### config.mk
export PLATFORM = sky130hd
export DESIGN_NAME = miss_handler
export DESIGN_NICKNAME = d
export VERILOG_FILES = /design/src/rtl/mhu_pkg.sv /design/src/rtl/tag_stat_if.sv /design/src/rtl/miss_queue.sv /design/src/rtl/tag_stat_store.sv /design/src/rtl/victim_select.sv /design/src/rtl/miss_fsm.sv /design/src/rtl/miss_handler.sv
export SDC_FILE = /design/constraint.sdc
export NUM_CORES = 2
export LEC_CHECK = 0
export ABC_AREA = 0
export BUFFER_PORTS_ARGS = -buffer_cell sky130_fd_sc_hd__buf_4
export CAP_MARGIN = 40
export CORE_MARGIN = 4
export CORE_UTILIZATION = 45
export CTS_CLUSTER_DIAMETER = 150
export DETAILED_ROUTE_END_ITERATION = 10
export GPL_ROUTABILITY_DRIVEN = 0
export SYNTH_ARGS = -nofsm -noshare
export SYNTH_HDL_FRONTEND = slang
export SYNTH_SLANG_ARGS = --single-unit
### constraint.sdc
create_clock -name clk_i -period 10.5 [get_ports clk_i]
set_input_delay 3.15 -clock clk_i [delete_from_list [all_inputs] [get_ports clk_i]]
set_output_delay 3.15 -clock clk_i [all_outputs]
set_load 0.01 [all_outputs]
### src/rtl/mhu_pkg.sv
// ==============================
// WAYS, SETS and WORDS_PER_BLOCK must be powers of two, WAYS at least 2
// ==============================
package mhu_pkg;

  localparam int ADDR_W = 32;
  localparam int DATA_W = 32;
  localparam int ID_W = 4;
  localparam int WAYS = 4;
  localparam int SETS = 16;
  localparam int WORDS_PER_BLOCK = 4;

  // Address splits low to high into byte select, word offset, index, tag
  localparam int BYTE_SEL_W = $clog2(DATA_W / 8);
  localparam int OFFSET_W = $clog2(WORDS_PER_BLOCK);
  localparam int INDEX_W = $clog2(SETS);
  localparam int TAG_W = ADDR_W - INDEX_W - OFFSET_W - BYTE_SEL_W;
  localparam int WAY_W = $clog2(WAYS);

  typedef logic [ADDR_W-1:0] addr_t;
  typedef logic [DATA_W-1:0] data_t;
  typedef logic [ID_W-1:0] id_t;
  typedef logic [TAG_W-1:0] tag_t;
  typedef logic [INDEX_W-1:0] index_t;
  typedef logic [WAY_W-1:0] way_t;
  typedef logic [WAYS-1:0] way_mask_t;
  typedef logic [WAYS-2:0] lru_t;
  typedef logic [OFFSET_W-1:0] word_off_t;

  typedef enum logic [1:0] {
    TAG_OP_IDLE,
    TAG_OP_READ,
    TAG_OP_WRITE
  } tag_op_e;

  typedef enum logic [2:0] {
    MHU_IDLE,
    READ_TAG,
    SEND_DMA,
    WAIT_DMA,
    DRAIN,
    COMMIT
  } mhu_state_e;

  function automatic tag_t addr_tag(addr_t addr);
    return addr[ADDR_W-1 -: TAG_W];
  endfunction

  function automatic index_t addr_index(addr_t addr);
    return addr[BYTE_SEL_W+OFFSET_W +: INDEX_W];
  endfunction

  function automatic word_off_t addr_offset(addr_t addr);
    return addr[BYTE_SEL_W +: OFFSET_W];
  endfunction

  // Walk from the root, left on 0 and right on 1, down to a leaf
  function automatic way_t lru_leaf(lru_t lru);
    int unsigned node;
    node = 0;
    for (int lvl = 0; lvl < WAY_W; lvl++) begin
      node = 2 * node + 1 + int'(lru[node]);
    end
    return way_t'(node - (WAYS - 1));
  endfunction

  // Every bit on the path of the touched way points away from it
  function automatic lru_t lru_touch(lru_t lru, way_t way);
    lru_t bits;
    int unsigned node;
    bits = lru;
    node = 0;
    for (int lvl = 0; lvl < WAY_W; lvl++) begin
      bits[node] = ~way[WAY_W-1-lvl];
      node = 2 * node + 1 + int'(way[WAY_W-1-lvl]);
    end
    return bits;
  endfunction

endpackage

### src/rtl/tag_stat_if.sv
// ==============================
// Read data is valid one cycle after read_v; update and read never share a cycle
// ==============================
`timescale 1ns/1ns

interface tag_stat_if;

  // Read request and the registered set read-out
  logic read_v;
  mhu_pkg::index_t read_index;
  mhu_pkg::tag_t [mhu_pkg::WAYS-1:0] read_tags;
  mhu_pkg::way_mask_t read_valid;
  mhu_pkg::way_mask_t read_dirty;
  mhu_pkg::lru_t read_lru;

  // One-way update, also touches the way in the LRU tree
  logic upd_v;
  mhu_pkg::index_t upd_index;
  mhu_pkg::way_t upd_way;
  mhu_pkg::tag_t upd_tag;
  logic upd_dirty;

  modport fsm (
    output read_v, read_index,
    input read_tags, read_valid, read_dirty, read_lru,
    output upd_v, upd_index, upd_way, upd_tag, upd_dirty
  );

  modport store (
    input read_v, read_index,
    output read_tags, read_valid, read_dirty, read_lru,
    input upd_v, upd_index, upd_way, upd_tag, upd_dirty
  );

endinterface

### src/rtl/miss_queue.sv
// ==============================
// QUEUE_DEPTH must be a power of two; push only when not full
// ==============================
`timescale 1ns/1ns

module miss_queue #(
  parameter int QUEUE_DEPTH = 8
) (
  input  logic            clk_i,
  input  logic            reset_i,
  input  logic            push_i,
  input  mhu_pkg::id_t    push_id_i,
  input  mhu_pkg::addr_t  push_addr_i,
  input  logic            push_write_i,
  input  mhu_pkg::data_t  push_data_i,
  output logic            full_o,
  output logic            head_v_o,
  output mhu_pkg::id_t    head_id_o,
  output mhu_pkg::addr_t  head_addr_o,
  output logic            head_write_o,
  output mhu_pkg::data_t  head_data_o,
  input  logic            pop_i
);

  localparam int PTR_W = $clog2(QUEUE_DEPTH);

  mhu_pkg::id_t id_q [QUEUE_DEPTH];
  mhu_pkg::addr_t addr_q [QUEUE_DEPTH];
  logic write_q [QUEUE_DEPTH];
  mhu_pkg::data_t data_q [QUEUE_DEPTH];

  logic [PTR_W-1:0] wr_ptr_r;
  logic [PTR_W-1:0] rd_ptr_r;
  logic [PTR_W:0] count_r;

  assign full_o = (count_r == (PTR_W + 1)'(QUEUE_DEPTH));
  assign head_v_o = (count_r != '0);

  assign head_id_o = id_q[rd_ptr_r];
  assign head_addr_o = addr_q[rd_ptr_r];
  assign head_write_o = write_q[rd_ptr_r];
  assign head_data_o = data_q[rd_ptr_r];

  always_ff @(posedge clk_i) begin
    if (push_i) begin
      id_q[wr_ptr_r] <= push_id_i;
      addr_q[wr_ptr_r] <= push_addr_i;
      write_q[wr_ptr_r] <= push_write_i;
      data_q[wr_ptr_r] <= push_data_i;
    end
  end

  // Pointers wrap on their own since the depth is a power of two
  always_ff @(posedge clk_i) begin
    if (reset_i) begin
      wr_ptr_r <= '0;
      rd_ptr_r <= '0;
      count_r <= '0;
    end else begin
      if (push_i) begin
        wr_ptr_r <= wr_ptr_r + 1'b1;
      end
      if (pop_i) begin
        rd_ptr_r <= rd_ptr_r + 1'b1;
      end
      case ({push_i, pop_i})
        2'b10: count_r <= count_r + 1'b1;
        2'b01: count_r <= count_r - 1'b1;
        default: count_r <= count_r;
      endcase
    end
  end

  no_overrun: assert property (@(posedge clk_i) disable iff (reset_i)
    !(push_i && full_o) && !(pop_i && !head_v_o))
    else $error("miss queue pushed while full or popped while empty");

endmodule

### src/rtl/tag_stat_store.sv
// ==============================
// Registered read of a whole set; an update lands the cycle after upd_v
// ==============================
`timescale 1ns/1ns

module tag_stat_store (
  input logic clk_i,
  input logic reset_i,
  tag_stat_if.store ts
);

  // Tags per set, all ways packed side by side
  mhu_pkg::tag_t [mhu_pkg::WAYS-1:0] tags_r [mhu_pkg::SETS];
  mhu_pkg::way_mask_t valid_r [mhu_pkg::SETS];
  mhu_pkg::way_mask_t dirty_r [mhu_pkg::SETS];
  mhu_pkg::lru_t lru_r [mhu_pkg::SETS];

  mhu_pkg::tag_op_e op;

  // Update wins if both were ever raised together
  always_comb begin
    if (ts.upd_v) begin
      op = mhu_pkg::TAG_OP_WRITE;
    end else if (ts.read_v) begin
      op = mhu_pkg::TAG_OP_READ;
    end else begin
      op = mhu_pkg::TAG_OP_IDLE;
    end
  end

  // Status bits
  always_ff @(posedge clk_i) begin
    if (reset_i) begin
      for (int s = 0; s < mhu_pkg::SETS; s++) begin
        valid_r[s] <= '0;
        dirty_r[s] <= '0;
        lru_r[s] <= '0;
      end
    end else if (op == mhu_pkg::TAG_OP_WRITE) begin
      valid_r[ts.upd_index][ts.upd_way] <= 1'b1;
      dirty_r[ts.upd_index][ts.upd_way] <= ts.upd_dirty;
      lru_r[ts.upd_index] <= mhu_pkg::lru_touch(lru_r[ts.upd_index], ts.upd_way);
    end
  end

  // Tag array and read-out registers
  always_ff @(posedge clk_i) begin
    case (op)
      mhu_pkg::TAG_OP_READ: begin
        ts.read_tags <= tags_r[ts.read_index];
        ts.read_valid <= valid_r[ts.read_index];
        ts.read_dirty <= dirty_r[ts.read_index];
        ts.read_lru <= lru_r[ts.read_index];
      end
      mhu_pkg::TAG_OP_WRITE: begin
        tags_r[ts.upd_index][ts.upd_way] <= ts.upd_tag;
      end
      default: begin
        // Read-out holds its last value
      end
    endcase
  end

  read_upd_exclusive: assert property (@(posedge clk_i) disable iff (reset_i)
    !(ts.read_v && ts.upd_v))
    else $error("tag store got a read and an update in the same cycle");

endmodule

### src/rtl/victim_select.sv
// ==============================
// Purely combinational; inputs are one set's registered read-out
// ==============================
`timescale 1ns/1ns

module victim_select (
  input  mhu_pkg::tag_t [mhu_pkg::WAYS-1:0] tags_i,
  input  mhu_pkg::way_mask_t                valid_i,
  input  mhu_pkg::way_mask_t                dirty_i,
  input  mhu_pkg::lru_t                     lru_i,
  input  mhu_pkg::tag_t                     req_tag_i,
  output logic                              hit_o,
  output mhu_pkg::way_t                     hit_way_o,
  output mhu_pkg::way_t                     victim_way_o,
  output logic                              evict_o,
  output mhu_pkg::tag_t                     evict_tag_o
);

  logic inv_found;
  mhu_pkg::way_t inv_way;

  // At most one valid way can match the tag
  always_comb begin
    hit_o = 1'b0;
    hit_way_o = '0;
    for (int w = 0; w < mhu_pkg::WAYS; w++) begin
      if (valid_i[w] && (tags_i[w] == req_tag_i)) begin
        hit_o = 1'b1;
        hit_way_o = mhu_pkg::way_t'(w);
      end
    end
  end

  // Scan downwards so the lowest invalid way is kept
  always_comb begin
    inv_found = 1'b0;
    inv_way = '0;
    for (int w = mhu_pkg::WAYS - 1; w >= 0; w--) begin
      if (!valid_i[w]) begin
        inv_found = 1'b1;
        inv_way = mhu_pkg::way_t'(w);
      end
    end
  end

  assign victim_way_o = inv_found ? inv_way : mhu_pkg::lru_leaf(lru_i);

  // Write-back needed only for a valid dirty victim
  assign evict_o = valid_i[victim_way_o] & dirty_i[victim_way_o];
  assign evict_tag_o = tags_i[victim_way_o];

endmodule

### src/rtl/miss_fsm.sv
// ==============================
// One DMA in flight at a time; dma_done_i is held until dma_ack_o
// ==============================
`timescale 1ns/1ns

module miss_fsm (
  input  logic                  clk_i,
  input  logic                  reset_i,
  tag_stat_if.fsm               ts,
  input  logic                  head_v_i,
  input  mhu_pkg::id_t          head_id_i,
  input  mhu_pkg::addr_t        head_addr_i,
  input  logic                  head_write_i,
  input  mhu_pkg::data_t        head_data_i,
  output logic                  pop_o,
  input  logic                  hit_i,
  input  mhu_pkg::way_t         hit_way_i,
  input  mhu_pkg::way_t         victim_way_i,
  input  logic                  evict_i,
  input  mhu_pkg::tag_t         evict_tag_i,
  output mhu_pkg::tag_t         req_tag_o,
  output logic                  dma_cmd_v_o,
  output mhu_pkg::way_t         dma_way_o,
  output mhu_pkg::index_t       dma_index_o,
  output mhu_pkg::tag_t         dma_refill_tag_o,
  output logic                  dma_evict_o,
  output mhu_pkg::tag_t         dma_evict_tag_o,
  input  logic                  dma_done_i,
  output logic                  dma_ack_o,
  output logic                  data_v_o,
  output mhu_pkg::way_t         data_way_o,
  output mhu_pkg::index_t       data_index_o,
  output mhu_pkg::word_off_t    data_offset_o,
  output logic                  data_write_o,
  output mhu_pkg::data_t        data_wdata_o,
  output mhu_pkg::id_t          data_id_o,
  input  logic                  data_yumi_i,
  output logic                  idle_o,
  input  logic                  queue_empty_i
);

  mhu_pkg::mhu_state_e state_r;
  mhu_pkg::mhu_state_e state_n;

  // Block currently being handled
  mhu_pkg::tag_t cur_tag_r;
  mhu_pkg::index_t cur_index_r;
  mhu_pkg::way_t cur_way_r;
  logic evict_r;
  mhu_pkg::tag_t evict_tag_r;
  // Old dirty bit kept when the block was already present
  logic keep_dirty_r;
  // Set once any drained miss was a store
  logic store_r;

  logic same_block;

  assign same_block = head_v_i
    && (mhu_pkg::addr_tag(head_addr_i) == cur_tag_r)
    && (mhu_pkg::addr_index(head_addr_i) == cur_index_r);

  always_comb begin
    state_n = state_r;
    case (state_r)
      mhu_pkg::MHU_IDLE: if (head_v_i) state_n = mhu_pkg::READ_TAG;
      mhu_pkg::READ_TAG: state_n = hit_i ? mhu_pkg::DRAIN : mhu_pkg::SEND_DMA;
      mhu_pkg::SEND_DMA: state_n = mhu_pkg::WAIT_DMA;
      mhu_pkg::WAIT_DMA: if (dma_done_i) state_n = mhu_pkg::DRAIN;
      mhu_pkg::DRAIN: if (!same_block) state_n = mhu_pkg::COMMIT;
      mhu_pkg::COMMIT: state_n = mhu_pkg::MHU_IDLE;
      default: state_n = mhu_pkg::MHU_IDLE;
    endcase
  end

  always_ff @(posedge clk_i) begin
    if (reset_i) begin
      state_r <= mhu_pkg::MHU_IDLE;
      store_r <= 1'b0;
    end else begin
      state_r <= state_n;
      if (state_r == mhu_pkg::READ_TAG) begin
        store_r <= 1'b0;
      end else if (pop_o && head_write_i) begin
        store_r <= 1'b1;
      end
    end
  end

  always_ff @(posedge clk_i) begin
    if (state_r == mhu_pkg::MHU_IDLE) begin
      cur_tag_r <= mhu_pkg::addr_tag(head_addr_i);
      cur_index_r <= mhu_pkg::addr_index(head_addr_i);
    end
    if (state_r == mhu_pkg::READ_TAG) begin
      cur_way_r <= hit_i ? hit_way_i : victim_way_i;
      evict_r <= evict_i;
      evict_tag_r <= evict_tag_i;
      keep_dirty_r <= hit_i & ts.read_dirty[hit_way_i];
    end
  end

  // Set lookup issued from idle, result seen in READ_TAG
  assign ts.read_v = (state_r == mhu_pkg::MHU_IDLE) && head_v_i;
  assign ts.read_index = mhu_pkg::addr_index(head_addr_i);
  assign req_tag_o = cur_tag_r;

  assign dma_cmd_v_o = (state_r == mhu_pkg::SEND_DMA);
  assign dma_way_o = cur_way_r;
  assign dma_index_o = cur_index_r;
  assign dma_refill_tag_o = cur_tag_r;
  assign dma_evict_o = evict_r;
  assign dma_evict_tag_o = evict_tag_r;
  assign dma_ack_o = (state_r == mhu_pkg::WAIT_DMA) && dma_done_i;

  // Packet fields come from the queue head, stable until it is popped
  assign data_v_o = (state_r == mhu_pkg::DRAIN) && same_block;
  assign data_way_o = cur_way_r;
  assign data_index_o = cur_index_r;
  assign data_offset_o = mhu_pkg::addr_offset(head_addr_i);
  assign data_write_o = head_write_i;
  assign data_wdata_o = head_data_i;
  assign data_id_o = head_id_i;
  assign pop_o = data_v_o && data_yumi_i;

  assign ts.upd_v = (state_r == mhu_pkg::COMMIT);
  assign ts.upd_index = cur_index_r;
  assign ts.upd_way = cur_way_r;
  assign ts.upd_tag = cur_tag_r;
  assign ts.upd_dirty = store_r | keep_dirty_r;

  assign idle_o = (state_r == mhu_pkg::MHU_IDLE) && queue_empty_i;

  // A new command never goes out while the previous one is still unacknowledged
  dma_cmd_in_send: assert property (@(posedge clk_i) disable iff (reset_i)
    dma_cmd_v_o |-> !dma_done_i)
    else $error("DMA command sent with a done still pending");

endmodule

### src/rtl/miss_handler.sv
// ==============================
// A miss is taken when miss_v_i and miss_ready_o are both high
// ==============================
`timescale 1ns/1ns

module miss_handler #(
  parameter int QUEUE_DEPTH = 8
) (
  input  logic                clk_i,
  input  logic                reset_i,
  input  logic                miss_v_i,
  output logic                miss_ready_o,
  input  mhu_pkg::id_t        miss_id_i,
  input  mhu_pkg::addr_t      miss_addr_i,
  input  logic                miss_write_i,
  input  mhu_pkg::data_t      miss_data_i,
  output logic                dma_cmd_v_o,
  output mhu_pkg::way_t       dma_way_o,
  output mhu_pkg::index_t     dma_index_o,
  output mhu_pkg::tag_t       dma_refill_tag_o,
  output logic                dma_evict_o,
  output mhu_pkg::tag_t       dma_evict_tag_o,
  input  logic                dma_done_i,
  output logic                dma_ack_o,
  output logic                data_v_o,
  output mhu_pkg::way_t       data_way_o,
  output mhu_pkg::index_t     data_index_o,
  output mhu_pkg::word_off_t  data_offset_o,
  output logic                data_write_o,
  output mhu_pkg::data_t      data_wdata_o,
  output mhu_pkg::id_t        data_id_o,
  input  logic                data_yumi_i,
  output logic                idle_o
);

  logic queue_full;
  logic head_v;
  mhu_pkg::id_t head_id;
  mhu_pkg::addr_t head_addr;
  logic head_write;
  mhu_pkg::data_t head_data;
  logic pop;

  logic hit;
  mhu_pkg::way_t hit_way;
  mhu_pkg::way_t victim_way;
  logic evict;
  mhu_pkg::tag_t evict_tag;
  mhu_pkg::tag_t req_tag;

  assign miss_ready_o = ~queue_full;

  tag_stat_if ts_if ();

  miss_queue #(
    .QUEUE_DEPTH(QUEUE_DEPTH)
  ) miss_queue_inst (
    .clk_i        (clk_i),
    .reset_i      (reset_i),
    .push_i       (miss_v_i & miss_ready_o),
    .push_id_i    (miss_id_i),
    .push_addr_i  (miss_addr_i),
    .push_write_i (miss_write_i),
    .push_data_i  (miss_data_i),
    .full_o       (queue_full),
    .head_v_o     (head_v),
    .head_id_o    (head_id),
    .head_addr_o  (head_addr),
    .head_write_o (head_write),
    .head_data_o  (head_data),
    .pop_i        (pop)
  );

  tag_stat_store tag_stat_store_inst (
    .clk_i   (clk_i),
    .reset_i (reset_i),
    .ts      (ts_if.store)
  );

  victim_select victim_select_inst (
    .tags_i       (ts_if.read_tags),
    .valid_i      (ts_if.read_valid),
    .dirty_i      (ts_if.read_dirty),
    .lru_i        (ts_if.read_lru),
    .req_tag_i    (req_tag),
    .hit_o        (hit),
    .hit_way_o    (hit_way),
    .victim_way_o (victim_way),
    .evict_o      (evict),
    .evict_tag_o  (evict_tag)
  );

  miss_fsm miss_fsm_inst (
    .clk_i            (clk_i),
    .reset_i          (reset_i),
    .ts               (ts_if.fsm),
    .head_v_i         (head_v),
    .head_id_i        (head_id),
    .head_addr_i      (head_addr),
    .head_write_i     (head_write),
    .head_data_i      (head_data),
    .pop_o            (pop),
    .hit_i            (hit),
    .hit_way_i        (hit_way),
    .victim_way_i     (victim_way),
    .evict_i          (evict),
    .evict_tag_i      (evict_tag),
    .req_tag_o        (req_tag),
    .dma_cmd_v_o      (dma_cmd_v_o),
    .dma_way_o        (dma_way_o),
    .dma_index_o      (dma_index_o),
    .dma_refill_tag_o (dma_refill_tag_o),
    .dma_evict_o      (dma_evict_o),
    .dma_evict_tag_o  (dma_evict_tag_o),
    .dma_done_i       (dma_done_i),
    .dma_ack_o        (dma_ack_o),
    .data_v_o         (data_v_o),
    .data_way_o       (data_way_o),
    .data_index_o     (data_index_o),
    .data_offset_o    (data_offset_o),
    .data_write_o     (data_write_o),
    .data_wdata_o     (data_wdata_o),
    .data_id_o        (data_id_o),
    .data_yumi_i      (data_yumi_i),
    .idle_o           (idle_o),
    .queue_empty_i    (~head_v)
  );

endmodule

==> run summary <==
The flow ran to the end, and the final reports show no timing, DRC or antenna violations. For flop-to-flop paths, the worst setup slack is 4.79 ns. The logs give 239 for the clock buffer count from CTS and 9,995 for the number of non-filler instances in the completed layout. The total number of clock tree sinks is 2,432, and the post-detailed-routing wire length is 277,000 um. Number of failing hold endpoints at the final stage: 0.

The run gives 20 as the initial antenna violation count. The register clock-pin slew on the reported worst setup and hold paths came out at 0.06 ns. The first detailed-routing pass took 8 iterations. The worst-case IR drop observed on VDD is 0.149 mV.

Maximum count of clock buffers along a single path: 3. Walking the worst path, the cells encountered are buf_4 > mux4_1 > mux2_8 > xor2_1 > nor3_1 > nand4_1 > or2_2 > nor3b_1 > buf_4. During placement, the flow inserted port buffers numbering 176.

The final layout contains 7,017 nets. For this run the aggregate overflow at the end of global routing stands at 0. The run gives 398,000 um as the wire length of the first global-routing pass. After legalization and detailed placement, the total HPWL measured 153,000 um.

The horizontal die dimension is 473 um. The capturing element type of the critical path was a primary output. The number of endpoints failing setup at the final stage was 0; the synthesized area per cell was 14.3 um^2.

The critical path contains buffers and inverters numbering 2 combined. Dividing the detail-routed wire length by the instance count gives 27.7 um. CTS placed an instance of sky130_fd_sc_hd__clkbuf_16 at the clock tree root.

The worst register-to-register path has a depth of 10. The routed layout has 59,800 vias. The filler cell count was 17,700; the transition time at the pin with the least slew margin was 1.07 ns. Via count of the first global-routing pass: 55,800. The logs give 6,819 for the synthesized instance count and 0 ns for the total negative setup slack.

Type of the setup path with the least slack: flip-flop to primary output. The logs give 57 for the distinct cell type count after synthesis and 72,200 um^2 for the area taken by flip-flops and latches. The end point of the critical path was data_v_o.

Setup repair after global routing left no endpoint under its margin. The run gives 0 as the post-CTS setup repair buffer count. The number of vias per cell after detailed routing came out at 5.98. The clock arrives with 0.0812 ns of skew.

For the count of antenna-violating nets left after detailed routing, the log shows 0. The die footprint is 224,000 um^2. TritonCTS built the clock tree. For this run, design rule violations remaining after detail routing come to 0.

Number of max-slew violations in the final report: 0. Count of cell instances traversed by the critical path: 9. The number of flops mapped to enable cells by yosys was 2,347. The analysis attributes to cell leakage a power of 36.6 nW.

The worst hold path belongs to the class flip-flop to flip-flop. For this run, the slowest stage of the critical path takes 0.86 ns. In this design, the critical path's most frequently occurring cell is sky130_fd_sc_hd__buf_4. The worst hold path startpoint is tag_stat_store_inst.valid_r[3][2].

Sorting the synthesized cells by area gives the leading types as sky130_fd_sc_hd__edfxtp_1 (72%), sky130_fd_sc_hd__nand2_1 (5.6%), sky130_fd_sc_hd__mux4_2 (3.0%). The fraction of synthesis flops using an asynchronous set or reset pin was 0. The dominant register cell in the synthesized netlist was sky130_fd_sc_hd__edfxtp_1. When the netlist entered floorplanning its net count stood at 6,899. For this design the ratio of total power to cell area is 202 nW/um^2. The detailed router finished its first iteration with 7,298 violations.

The run gives 0.284 as the worst max-slew margin expressed relative to the limit. The max capacitance violation total was 0. At the later pin of the worst-skew pair, clock insertion delay measures 0.90 ns. Multi-input combinational cell area: 23,300 um^2. The layout overhead on the synthesized area was 13.1%.

The region available for standard cell placement spans 215,000 um^2. The final critical-path required period came out at 8.20 ns. Broken down by cell family, the worst path's largest delay share belongs to simple AND/OR/NAND/NOR gates. The worst register-to-register path ends at tag_stat_store_inst.ts.read_tags[76]. The largest fanout of any net on the critical path is 48, and the height of the chip is 473 um. The cell taking the most area after synthesis is sky130_fd_sc_hd__edfxtp_1. On the critical path, the stage with the largest delay is an instance of sky130_fd_sc_hd__dfxtp_4. The cts-stage hold buffer count is 0, and the number of placed I/O pins is 179. The worst path required time is 7.35 ns. The logs give 0.453 for the initial cell density of the core and 0.243 for the global routing usage summed across all routing layers. For this run, the top clock speed supported by timing is 122 MHz. The fraction of synthesized cell area taken by the top area cell type works out to 0.724. The number of instances resized during post-cts repair was 0. Number of warnings reported in the yosys synthesis log: 0. The row count was 170; the final worst-path cycle share was 0.781. The H-tree generated during clock tree synthesis spans 4 levels. The fraction of layout cells with a size suffix above 1 was 0.146.

The worst setup path is launched from a flip-flop. The instance count after placement with tap cells included is 9,534. Entering global routing, the biggest net connects 195 pins.

Data arrives at the worst endpoint at 5.05 ns. The sequential-to-total area share from yosys stat is 0.741. The cell area that synthesis handed to floorplanning was 97,400 um^2.

The number of storage elements in the synthesis netlist came out at 2,432.
-- power breakdown --
group / switching (W) / internal, W
Combinational: 0.00180 / 0.000638
Clock: 0.00365 / 0.00459
Sequential: 0.000282 / 0.0113
Total: 0.00573 / 0.0165
-- how the worst min path moves through the flow --
stage / cells after the start / to
after floorplan: 2 / tag_stat_store_inst.valid_r[11][0]
after global placement: 2 / tag_stat_store_inst.valid_r[3][1]
after detailed placement: 2 / tag_stat_store_inst.valid_r[3][2]
after CTS: 2 / tag_stat_store_inst.valid_r[3][2]
after global routing: 2 / tag_stat_store_inst.valid_r[0][2]
final: 2 / tag_stat_store_inst.valid_r[3][2]
-- per-stage QoR --
stage	setup slack, ns	hold slack [ns]	instance area (um^2)	util	total power (W)
after global routing	2.05	0.488	110000	0.513	0.0230
after global placement	3.11	0.441	102000	0.475	0.0141
after CTS	2.14	0.466	110000	0.513	0.0224
after detailed placement	3.12	0.453	103000	0.477	0.0142
after floorplan	1.82	0.432	97400	-	0.0129
final	2.30	0.465	110000	0.513	0.0222
-- worst register-to-register path, stage by stage (launching register included) --
cell and delay, ns:
sky130_fd_sc_hd__dfxtp_4 0.86, sky130_fd_sc_hd__buf_4 0.52, sky130_fd_sc_hd__mux4_1 0.67, sky130_fd_sc_hd__a2bb2oi_4 0.21, sky130_fd_sc_hd__nand2_4 0.49, sky130_fd_sc_hd__buf_12 0.63
sky130_fd_sc_hd__buf_4 0.75, sky130_fd_sc_hd__a211oi_1 0.24, sky130_fd_sc_hd__a311oi_1 0.30, sky130_fd_sc_hd__a31oi_1 0.15, sky130_fd_sc_hd__a21oi_1 0.61
-- cells by family after synthesis --
family | count (synthesis) | synth area share
mux | 219 | 0.0409
flops | 2432 | 0.741
simple gates | 2687 | 0.121
xor+xnor | 115 | 0.0103
buf+inv | 536 | 0.0225
fa+ha+maj | 6 | 0.000848
compound gates | 824 | 0.0629
-- cell usage after synthesis (all sizes together), types with 3 or more instances --
master,number
a22o,5
or4,5
nor3,80
mux4,136
o22ai,20
nor2,293
xnor2,59
o21ai,12
nor4b,5
nor4,14
a21o,3
or2,62
nor2b,12
nor3b,3
nand3,452
xor2,56
or3,9
and2,7
o21a,9
clkbuf,384
a211oi,215
and3,219
inv,25
a311oi,321
edfxtp,2347
a21oi,118
dfxtp,85
mux2,44
a31oi,107
nand4,23
mux2i,39
nand2b,37
a22oi,3
buf,125
ha,5
nand2,1464
-- placed cells by master (no fill, tap or decap), types with 37 or more instances in the layout --
cell                        Yosys  final
sky130_fd_sc_hd__mux4_2       130    130
sky130_fd_sc_hd__nand3_1      452    451
sky130_fd_sc_hd__clkbuf_1     384     50
sky130_fd_sc_hd__clkbuf_16      0    239
sky130_fd_sc_hd__a311oi_1     321    321
sky130_fd_sc_hd__nand2_1     1464   1462
sky130_fd_sc_hd__clkinv_1       2     57
sky130_fd_sc_hd__nor2_1       293    229
sky130_fd_sc_hd__nor3_1        80     78
sky130_fd_sc_hd__edfxtp_1    2347   2347
sky130_fd_sc_hd__mux2_2        41     40
sky130_fd_sc_hd__clkinv_2       0     59
sky130_fd_sc_hd__xnor2_1       59     59
sky130_fd_sc_hd__dfxtp_1       85     82
sky130_fd_sc_hd__mux2i_1       38     38
sky130_fd_sc_hd__a211oi_1     215    215
sky130_fd_sc_hd__buf_4         13    348
sky130_fd_sc_hd__nor2_2         0     58
sky130_fd_sc_hd__nand2b_1      37     37
sky130_fd_sc_hd__and3_1       219    219
sky130_fd_sc_hd__or2_2         62     61
sky130_fd_sc_hd__a31oi_1      107    107
sky130_fd_sc_hd__a21oi_1      118    118
sky130_fd_sc_hd__xor2_1        56     56
-- cell type report --
type / count / share of cell area
inverters: 27 / 0.00106
clock buffers: 294 / 0.0566
diodes: 13 / 0.000295
well taps: 2838 / 0.0322
multi-input cells: 3851 / 0.211
clock inverters: 154 / 0.0122
flip-flops and latches: 2432 / 0.655
repair buffers: 386 / 0.0309
-- layer usage --
layer  track usage  share of wire  vias up
li1              -              -    26100
met1         0.354           0.42    30500
met2         0.367           0.45     2712
met3        0.0482          0.094      447
met4        0.0813          0.033        4
met5             0       0.000083        -
-- flip-flops by register name (all words and copies together), names as in the netlist, named ones only --
signal / flops
miss_fsm_inst.state_r: 3
miss_queue_inst.rd_ptr_r: 3
miss_queue_inst.count_r: 4
tag_stat_store_inst.ts.read_dirty: 4
miss_queue_inst.wr_ptr_r: 3
tag_stat_store_inst.ts.read_valid: 4
miss_queue_inst.write_q: 8
tag_stat_store_inst.lru_r: 48
miss_fsm_inst.dma_refill_tag_o: 24
tag_stat_store_inst.ts.read_tags: 96
tag_stat_store_inst.dirty_r: 64
miss_fsm_inst.dma_evict_tag_o: 24
miss_fsm_inst.dma_evict_o: 1
miss_queue_inst.data_q: 256
tag_stat_store_inst.valid_r: 64
miss_fsm_inst.data_index_o: 4
miss_fsm_inst.store_r: 1
miss_queue_inst.id_q: 32
tag_stat_store_inst.tags_r: 1536
miss_fsm_inst.data_way_o: 2
miss_fsm_inst.keep_dirty_r: 1
miss_queue_inst.addr_q: 240
tag_stat_store_inst.ts.read_lru: 3
Note: power is estimated with default switching activity, not from simulation.
